$ cat src/rtl/read_datapath_params.svh
// Sizes assume two x8 DQS groups at half rate, with RD_FIFO_AW and RD_LAT_CNT_W wide enough for depth and latency
`ifndef READ_DATAPATH_PARAMS_SVH
`define READ_DATAPATH_PARAMS_SVH

// **************************************************
// Interface geometry
// **************************************************
// Number of read DQS groups on the interface
`define RD_NUM_GROUPS 2
// DQ pins behind each DQS strobe
`define RD_GROUP_DQ 8
// Four beats per AFI cycle at half rate with DDR capture
`define RD_TIMESLOTS 4
// AFI phases per AFI clock
`define RD_RATE_RATIO 2

// **************************************************
// Read FIFO, latency and OCT window
// **************************************************
`define RD_FIFO_DEPTH 8
`define RD_FIFO_AW 3
// Longest read latency the history register can reach, in AFI cycles
`define RD_MAX_LATENCY 16
`define RD_LAT_CNT_W 5
// OCT stays enabled from this history tap through the last tap
`define RD_OCT_ON_DELAY 1
`define RD_OCT_OFF_DELAY 6
`endif

$ cat src/rtl/read_datapath_pkg.sv
// Struct field order fixes the bit order on every port, so anything driving these buses packs them the same way
`default_nettype none
`include "read_datapath_params.svh"

package read_datapath_pkg;

	// One group's DQ bits for a single time slot
	typedef logic [`RD_GROUP_DQ-1:0] dq_beat_t;

	// All beats of one group for one AFI cycle
	// Slot 0 is the earliest beat and sits in the low bits
	typedef struct packed {
		dq_beat_t [`RD_TIMESLOTS-1:0] beat;
	} group_word_t;

	// Data coming out of the capture registers, already on the AFI clock
	// A strobe bit marks a cycle that carries a new word for its group
	typedef struct packed {
		logic [`RD_NUM_GROUPS-1:0] strobe;
		group_word_t [`RD_NUM_GROUPS-1:0] word;
	} ddio_capture_t;

	// Read request from the controller, one bit per AFI phase
	typedef struct packed {
		logic [`RD_RATE_RATIO-1:0] rdata_en;
		logic [`RD_RATE_RATIO-1:0] rdata_en_full;
	} afi_read_req_t;

	// AFI order is time slot outermost and group inside it
	typedef dq_beat_t [`RD_TIMESLOTS-1:0][`RD_NUM_GROUPS-1:0] afi_rdata_t;
	// Sequencer order keeps each group's slots next to each other
	typedef dq_beat_t [`RD_NUM_GROUPS-1:0][`RD_TIMESLOTS-1:0] seq_rdata_t;

	typedef logic [`RD_LAT_CNT_W-1:0] lat_cnt_t;

endpackage

`default_nettype wire

$ cat src/rtl/read_enable_timing.sv
// Latency counts above RD_MAX_LATENCY are clamped, and only phase 0 of each request is tracked
`timescale 1ns/1ns
`default_nettype none
`include "read_datapath_params.svh"

module read_enable_timing
	import read_datapath_pkg::*;
(
	input  wire                       pll_afi_clk,
	input  wire                       reset_n_afi_clk,
	input  wire afi_read_req_t        read_req_i,
	input  wire lat_cnt_t             latency_i,
	output logic                      read_enable_o,
	output logic [`RD_RATE_RATIO-1:0] read_valid_o,
	output logic                      force_oct_off_o
);

	// History of past requests, bit k holds the request sampled k+1 edges ago
	logic [`RD_MAX_LATENCY-1:0] en_hist;
	logic [`RD_MAX_LATENCY-1:0] full_hist;
	// Tap k is the request sampled k edges before the current one, tap 0 is the live input
	logic [`RD_MAX_LATENCY:0]   en_taps;
	logic [`RD_MAX_LATENCY:0]   full_taps;
	lat_cnt_t                   lat_sel;

	// **************************************************
	// Request history
	// **************************************************
	// At half rate the controller raises both phases together, so phase 0 stands for the pair
	assign en_taps   = {en_hist, read_req_i.rdata_en[0]};
	assign full_taps = {full_hist, read_req_i.rdata_en_full[0]};

	always_ff @(posedge pll_afi_clk or negedge reset_n_afi_clk)
	begin
		if (!reset_n_afi_clk)
		begin
			en_hist   <= '0;
			full_hist <= '0;
		end
		else
		begin
			// Shifting by one keeps the low taps and drops the oldest bit
			en_hist   <= en_taps[`RD_MAX_LATENCY-1:0];
			full_hist <= full_taps[`RD_MAX_LATENCY-1:0];
		end
	end

	// **************************************************
	// Latency selection
	// **************************************************
	// Out of range counts would index past the last tap
	always_comb
	begin
		if (latency_i > lat_cnt_t'(`RD_MAX_LATENCY))
			lat_sel = lat_cnt_t'(`RD_MAX_LATENCY);
		else
			lat_sel = latency_i;
	end

	// A request sampled at t appears on tap L at edge t+L, so both strobes are high in cycle t+L
	always_ff @(posedge pll_afi_clk or negedge reset_n_afi_clk)
	begin
		if (!reset_n_afi_clk)
		begin
			read_enable_o   <= 1'b0;
			read_valid_o    <= '0;
			force_oct_off_o <= 1'b0;
		end
		else
		begin
			read_enable_o <= full_taps[lat_sel];
			read_valid_o  <= {`RD_RATE_RATIO{en_taps[lat_sel]}};
			// OCT is forced off unless a full request lies inside the on window
			force_oct_off_o <= ~(|full_taps[`RD_OCT_OFF_DELAY:`RD_OCT_ON_DELAY]);
		end
	end

endmodule

`default_nettype wire

$ cat src/rtl/read_group_fifo.sv
// No full or empty flags exist, so the controller must never leave more than RD_FIFO_DEPTH words unread
`timescale 1ns/1ns
`default_nettype none
`include "read_datapath_params.svh"

module read_group_fifo
	import read_datapath_pkg::*;
(
	input  wire              pll_afi_clk,
	input  wire              reset_n_afi_clk,
	input  wire              wr_strobe_i,
	input  wire group_word_t wr_word_i,
	input  wire              seq_fifo_reset_i,
	input  wire              read_enable_i,
	output group_word_t      rd_word_o
);

	typedef logic [`RD_FIFO_AW-1:0] ptr_t;

	localparam ptr_t LAST_ENTRY = ptr_t'(`RD_FIFO_DEPTH - 1);

	group_word_t mem [`RD_FIFO_DEPTH];
	ptr_t        wr_ptr;
	ptr_t        rd_ptr;

	// Wraps at the last entry, so depths that are not a power of two also work
	function automatic ptr_t next_ptr(input ptr_t ptr);
		return (ptr == LAST_ENTRY) ? '0 : ptr_t'(ptr + 1'b1);
	endfunction

	// **************************************************
	// Pointers
	// **************************************************
	always_ff @(posedge pll_afi_clk or negedge reset_n_afi_clk)
	begin
		if (!reset_n_afi_clk)
		begin
			wr_ptr <= '0;
			rd_ptr <= '0;
		end
		else if (seq_fifo_reset_i)
		begin
			// Sequencer flush drops every unread word of this group
			wr_ptr <= '0;
			rd_ptr <= '0;
		end
		else
		begin
			if (wr_strobe_i)
				wr_ptr <= next_ptr(wr_ptr);
			if (read_enable_i)
				rd_ptr <= next_ptr(rd_ptr);
		end
	end

	// **************************************************
	// Storage and output register
	// **************************************************
	// A read and a write to the same entry in one cycle return the old word
	always_ff @(posedge pll_afi_clk)
	begin
		if (wr_strobe_i && !seq_fifo_reset_i)
			mem[wr_ptr] <= wr_word_i;
		// Output holds its last word between reads
		if (read_enable_i)
			rd_word_o <= mem[rd_ptr];
	end

endmodule

`default_nettype wire

$ cat src/rtl/read_result_merge.sv
// Group words are taken as already aligned, since all groups share one read enable
`timescale 1ns/1ns
`default_nettype none
`include "read_datapath_params.svh"

module read_result_merge
	import read_datapath_pkg::*;
(
	input  wire                                   pll_afi_clk,
	input  wire                                   reset_n_afi_clk,
	input  wire [`RD_RATE_RATIO-1:0]              read_valid_i,
	input  wire group_word_t [`RD_NUM_GROUPS-1:0] group_words_i,
	output afi_rdata_t                            afi_rdata_o,
	output seq_rdata_t                            phy_mux_read_fifo_q_o,
	output logic [`RD_RATE_RATIO-1:0]             afi_rdata_valid_o
);

	// **************************************************
	// Valid strobe
	// **************************************************
	// The FIFO output register lags the read enable by one cycle
	// One register stage here puts the valid on the same cycle as the data
	always_ff @(posedge pll_afi_clk or negedge reset_n_afi_clk)
	begin
		if (!reset_n_afi_clk)
			afi_rdata_valid_o <= '0;
		else
			afi_rdata_valid_o <= read_valid_i;
	end

	// **************************************************
	// Data orderings
	// **************************************************
	// For two groups the AFI bus reads D1_T3 D0_T3 ... D1_T0 D0_T0 from the top down
	// The sequencer bus reads D1_T3 ... D1_T0 D0_T3 ... D0_T0 from the top down
	for (genvar g = 0; g < `RD_NUM_GROUPS; g++)
	begin : g_group
		for (genvar t = 0; t < `RD_TIMESLOTS; t++)
		begin : g_slot
			// Same beat lands in both buses, only its position differs
			assign afi_rdata_o[t][g]           = group_words_i[g].beat[t];
			assign phy_mux_read_fifo_q_o[g][t] = group_words_i[g].beat[t];
		end
	end

endmodule

`default_nettype wire

$ cat src/rtl/read_datapath_top.sv
// Capture data must already be on pll_afi_clk, and data and valid follow a request by latency plus one
`timescale 1ns/1ns
`default_nettype none
`include "read_datapath_params.svh"

module read_datapath_top
	import read_datapath_pkg::*;
(
	input  wire                       pll_afi_clk,
	input  wire                       reset_n_afi_clk,
	input  wire afi_read_req_t        afi_read_req_i,
	input  wire ddio_capture_t        ddio_capture_i,
	input  wire lat_cnt_t             seq_read_latency_counter_i,
	input  wire [`RD_NUM_GROUPS-1:0]  seq_read_fifo_reset_i,
	output afi_rdata_t                afi_rdata_o,
	output seq_rdata_t                phy_mux_read_fifo_q_o,
	output logic [`RD_RATE_RATIO-1:0] afi_rdata_valid_o,
	output logic                      force_oct_off_o
);

	// One read enable pops every group at once
	logic                             read_enable;
	logic [`RD_RATE_RATIO-1:0]        read_valid;
	group_word_t [`RD_NUM_GROUPS-1:0] group_words;

	// **************************************************
	// Latency and OCT timing
	// **************************************************
	read_enable_timing u_read_enable_timing (
		.pll_afi_clk     (pll_afi_clk),
		.reset_n_afi_clk (reset_n_afi_clk),
		.read_req_i      (afi_read_req_i),
		.latency_i       (seq_read_latency_counter_i),
		.read_enable_o   (read_enable),
		.read_valid_o    (read_valid),
		.force_oct_off_o (force_oct_off_o)
	);

	// Each group has its own FIFO and its own sequencer flush
	for (genvar g = 0; g < `RD_NUM_GROUPS; g++)
	begin : g_fifo
		read_group_fifo u_read_group_fifo (
			.pll_afi_clk      (pll_afi_clk),
			.reset_n_afi_clk  (reset_n_afi_clk),
			.wr_strobe_i      (ddio_capture_i.strobe[g]),
			.wr_word_i        (ddio_capture_i.word[g]),
			.seq_fifo_reset_i (seq_read_fifo_reset_i[g]),
			.read_enable_i    (read_enable),
			.rd_word_o        (group_words[g])
		);
	end

	// Valid register and both output orderings
	read_result_merge u_read_result_merge (
		.pll_afi_clk           (pll_afi_clk),
		.reset_n_afi_clk       (reset_n_afi_clk),
		.read_valid_i          (read_valid),
		.group_words_i         (group_words),
		.afi_rdata_o           (afi_rdata_o),
		.phy_mux_read_fifo_q_o (phy_mux_read_fifo_q_o),
		.afi_rdata_valid_o     (afi_rdata_valid_o)
	);

endmodule

`default_nettype wire

$ cat config.mk
export PLATFORM = sky130hd
export DESIGN_NAME = read_datapath_top
export DESIGN_NICKNAME = d
export VERILOG_FILES = /design/src/rtl/read_datapath_pkg.sv /design/src/rtl/read_enable_timing.sv /design/src/rtl/read_group_fifo.sv /design/src/rtl/read_result_merge.sv /design/src/rtl/read_datapath_top.sv
export VERILOG_INCLUDE_DIRS = /design/src /design/src/rtl
export SDC_FILE = /design/constraint.sdc
export NUM_CORES = 1
export LEC_CHECK = 0
export BUFFER_PORTS_ARGS = -buffer_cell sky130_fd_sc_hd__buf_2
export CAP_MARGIN = 20
export CORE_UTILIZATION = 35
export DETAILED_ROUTE_END_ITERATION = 10
export MAX_ROUTING_LAYER = met4
export PLACE_DENSITY = 0.58
export SYNTH_ARGS = -nofsm -noshare
export SYNTH_HDL_FRONTEND = slang
export SYNTH_SLANG_ARGS = --single-unit
$ cat constraint.sdc
create_clock -name pll_afi_clk -period 5.9 [get_ports pll_afi_clk]
set_input_delay 1.18 -clock pll_afi_clk [delete_from_list [all_inputs] [get_ports pll_afi_clk]]
set_output_delay 1.18 -clock pll_afi_clk [all_outputs]
set_load 0.01 [all_outputs]
Yosys cells after proc, flatten, opt, wreduce, memory -nomap -nowiden
Memory sizes are Yosys's and may differ from the RTL's. A register that Yosys moved wholly into a read port is not among the register bits.
Cells that the tools add are included.

storage, ports and cells
  flip-flop bits (word level) = 48
  memories kept = 2
  memory bits (writable) = 512
  input port bits = 79
  output and inout port bits = 131

operators by class
  bitwise logic cells = 1
  mux-type cells = 21
  reductions and logical operators = 9
  equal/unequal tests = 4
  $add $sub $neg = 4
  magnitude comparators = 2

memory list
  memory                           depth  width  rd ports  clocked after Yosys merged registers in  wr ports  line                   text
  g_fifo[0].u_read_group_fifo.mem  8      32     1         1                                        1         read_group_fifo.sv:22  group_word_t mem [`RD_FIFO_DEPTH];
  g_fifo[1].u_read_group_fifo.mem  8      32     1         1                                        1         read_group_fifo.sv:22

operator list
  operator                                                               number
  3-bit two-way mux                                                      12
  3-bit by 1-bit adder with 3-bit output (second input constant)         4
  3-bit == test (second input constant)                                  4
  1-bit binary-select mux with 5-bit select                              2
  2-bit nonzero test                                                     4
  5-bit by 6-bit < comparator with 1-bit output (second input constant)  1
  1-bit two-way mux                                                      6
  6-bit OR reduction                                                     1
  5-bit > comparator (second input constant)                             1
  5-bit two-way mux                                                      1
  1-bit logical AND                                                      2
  1-bit zero test                                                        2
  1-bit NOT                                                              1

Longest topological paths before layout
  depth after elaboration = 4
  depth in mapped cells = 6
  mapped depth without buffers = 5

Modules after synthesis
From an unflattened synthesis, not the netlist that was laid out.

second synthesis, totals
  cells, all modules = 1,095
  area total of the unflattened synthesis = 24,209.5 µm²

by module, submodules not included
  module                                          area each (µm²)  seq. area each (µm²)  cells each  instances
  read_group_fifo at g_fifo[1].u_read_group_fifo  10,975.5         8,798.4               441         1
  read_group_fifo at g_fifo[0].u_read_group_fifo  10,963.0         8,798.4               442         1
  read_enable_timing                              1,260.0          875.8                 82          1
  read_result_merge                               1,011.0          50.0                  130         1

Least setup slack after synthesis
No wires, ideal clock.

  path kind = input to register
  start point = input ddio_capture_i[64] (netlist bit)
  end point = memory g_fifo[0].u_read_group_fifo.mem[4][0] (netlist bit) (enable)
  required time = 5,399 ps
  buffers on the path = 1
  arrival time = 4,603 ps
  setup time = 501 ps
  stages on the path = 3
  path slack = 796 ps
  cell sequence = clkbuf_1 nand2_1 nor4_1

between the ends
  longest elaborated chain between the ends = 3

RTL lines
  item                                     line                     text
  start: declaration                       read_datapath_top.sv:12  input wire ddio_capture_t ddio_capture_i,
  1-bit logical AND                        read_group_fifo.sv:62    if (wr_strobe_i && !seq_fifo_reset_i)
  1-bit two-way mux                        read_group_fifo.sv:62
  1-bit two-way mux (not written as such)  read_group_fifo.sv:63    mem[wr_ptr] <= wr_word_i;
  end: declaration                         read_group_fifo.sv:22

Every way passes these cells.

==> out/qor.txt <==
Critical Path End Type -> register
total power -> 10.2 mW
DIE WIDTH -> 262 um
starting DRC count in detailed routing -> 539
top cell type's share of synthesized area -> 72.9%
CP max-delay cell -> dfrtp_4
initial antenna violation count -> 7
cts hold-fix bufs -> 0
EDFF count, synth -> 576
number of fill cells -> 5,844
final WL -> 46,300 um
Max Freq -> 361 MHz
Netlist cell types -> 39
clock buffer count from CTS -> 69
critical path class -> register to register
Max Cap Viol -> 0
Cells after Synth -> 1,044
syn_area_per_cell -> 22.7 um^2
Initial Utilization -> 35.3%
post-CTS sizing -> 0
Antenna Nets Post-Route -> 0
clock slew at reported path FFs -> 0.06 ns
Mapped Area -> 23,700 um^2
setup slack at placement -> 2.57 ns
largest net degree at the start of global routing -> 61
# rows -> 95
Num Clock Sinks -> 624
layout cells sized above 1 -> 42.2%
layout net count -> 1,327
unrepaired setup endpoints after global routing -> false
Final WS setup -> 3.13 ns
io pins -> 210
hpwl dp -> 25,400 um
Synth async-reset ratio -> 7.69%
Startpoint Class -> register
peak supply drop -> 0.230 mV
Slew HR -> 33.8%
status -> complete, no violations
vias in the first global route -> 11,200
area of the die -> 68,800 um^2
worst stage delay on the critical path -> 1.04 ns
critical path cell sequence -> buf_4, mux4_2, mux2_2
wire per inst -> 21.3 um
count leader, synth -> edfxtp_1
htree depth -> 3
first-pass GRT wire length -> 70,200 um
worst slew pin tran -> 0.993 ns
Tmin final -> 2.77 ns
Post-Route Setup TNS -> 0 ns
WP data required -> 6.24 ns
Clk Tree Root Cell -> clkbuf_16
PD cells -> 369 nW/um^2
Placed Area -> 25,400 um^2
port bufs -> 207
synthesized flop and latch total -> 624
Clock Latency Late Sink -> 0.60 ns
Via density -> 4.88
synth cell count leaders -> edfxtp_1 (576), mux4_2 (123), buf_4 (68)
leading area contributor after synthesis -> edfxtp_1
count of yosys warnings during synthesis -> 0
Tightest Hold Check Type -> register to register
postcts setup bufs -> 0
core area -> 67,200 um^2
global-route usage over all layers -> 14.0%
global placement routability congestion -> 0.733
ys flop type -> edfxtp_1
Setup Skew -> 0.0196 ns
CTS tree -> done
P_leak -> 9.21 nW
crit-path max FO -> 48
Final period util -> 47.0%
First-pass DRT Iterations -> 5
via count of the routed design -> 10,600
CP arrival -> 3.12 ns
Max Root-Sink Buffers -> 3
die height -> 262 um
DRC viols -> 0
post-synthesis sequential area ratio -> 78.0%
Final setup viols -> 0
synth-to-layout area growth -> 16.8%
Pins Over Slew Limit -> 0
ranking of synthesized cells by area -> edfxtp_1 (73%), mux4_2 (12%), dfrtp_1 (5.1%), mux2_2 (3.0%), buf_4 (2.2%)
Finished Cell Area -> 27,700 um^2
syn nets -> 1,130
Final Util -> 41.2%
number of failing hold endpoints at the final stage -> 0
total gr overflow -> 0
## metrics by stage
stage / hold WS, ns / instances
floorplan: 0.331 / 1044
global route: 0.370 / 2168
finish: 0.359 / 2168
global placement: 0.335 / 2040
detailed placement: 0.340 / 2043
CTS: 0.362 / 2161
## routing by layer
metal | share of wire [%] | up-vias | track usage (%)
li1 | - | 4639 | -
met1 | 42 | 5599 | 17.2
met2 | 50 | 269 | 23.0
met3 | 5.6 | 72 | 3.59
met4 | 1.9 | 0 | 3.97
met5 | 0 | - | -
## sequential cells by signal, summed over array words and instances (netlist names)
register and count:
u_read_enable_timing.force_oct_off_o 1, g_fifo.u_read_group_fifo.rd_ptr 6, u_read_enable_timing.read_enable_o 1, u_read_enable_timing.read_valid_o 1, g_fifo.u_read_group_fifo.rd_word_o 64, g_fifo.u_read_group_fifo.mem 512, u_read_enable_timing.full_hist 16, u_read_enable_timing.en_hist 16
g_fifo.u_read_group_fifo.wr_ptr 6, u_read_result_merge.afi_rdata_valid_o 1
## placed cells by master, fill, tap and decap left out, types with 3 or more instances in the layout
cell type  netlist  routed
clkbuf_16        0      70
clkinv_1         0      16
diode_2          0       7
dfrtp_1         48      43
or3b_2           3       3
mux2_2          64      64
a22oi_1          3       3
mux4_2         123     123
nand3b_1         5       5
nand2_1          7       7
nor2_1          22      16
edfxtp_1       576     576
clkinv_2         0       3
dfrtp_4          0       3
mux2i_1         18      18
bufinv_16        0       7
mux4_1           5       5
ha_1             7       7
clkbuf_1        20       7
nor2_4           0       6
nor2b_1          5       5
inv_6            0       4
nand2b_1         7       7
buf_4           68      27
a21oi_1          5       5
buf_2           11     207
clkbuf_8         0       4
nand3_1          3       3
nor3_2           0       7
## critical path: cells and delay by family, from the launching register on
family                 cells  cell delay, ns
DFF                        1            1.04
muxes                      2            0.86
buffers and inverters      1            0.52
## logic make-up after synthesis
kind of cell               after synthesis  synth area share, %
DFF                                    624                 78.0
muxes                                  210                 16.0
buffers and inverters                  113                 3.38
and+or+nand+nor                         66                 1.45
AOI/OAI and AO/OA                       22                0.686
adders and majority gates                7                0.369
xor gates and xnor gates                 2               0.0739
## final timing paths
check                                                      start                                   endpoint  slack [ns]  cells after the start
min reg2reg                 u_read_enable_timing.read_valid_o[0]   u_read_result_merge.afi_rdata_valid_o[0]        0.36                      0
min                         u_read_enable_timing.read_valid_o[0]   u_read_result_merge.afi_rdata_valid_o[0]        0.36                      0
max                        g_fifo[1].u_read_group_fifo.rd_ptr[0]  g_fifo[1].u_read_group_fifo.rd_word_o[13]        3.13                      3
max reg2reg                g_fifo[1].u_read_group_fifo.rd_ptr[0]  g_fifo[1].u_read_group_fifo.rd_word_o[13]        3.13                      3
max in group asynchronous                        reset_n_afi_clk      g_fifo[0].u_read_group_fifo.rd_ptr[0]        4.69                      2
min in group asynchronous                        reset_n_afi_clk          u_read_enable_timing.full_hist[4]        0.68                      2
## layout make-up
type | instances | area (um^2) | area share [%]
antenna | 7 | 17.5 | 0.0633
clock buffer | 81 | 1830 | 6.62
clock inverter | 37 | 425 | 1.54
inverter | 2 | 7.51 | 0.0271
multi-input combinational | 307 | 4520 | 16.3
sequential | 624 | 18500 | 66.8
tap | 873 | 1090 | 3.94
timing repair buffer | 237 | 1290 | 4.65
## where the power goes
group	internal (mW)	switching, mW
logic	0.404	0.378
registers	5.01	0.148
clock network	2.54	1.72
Note: power is estimated with default switching activity, not from simulation.
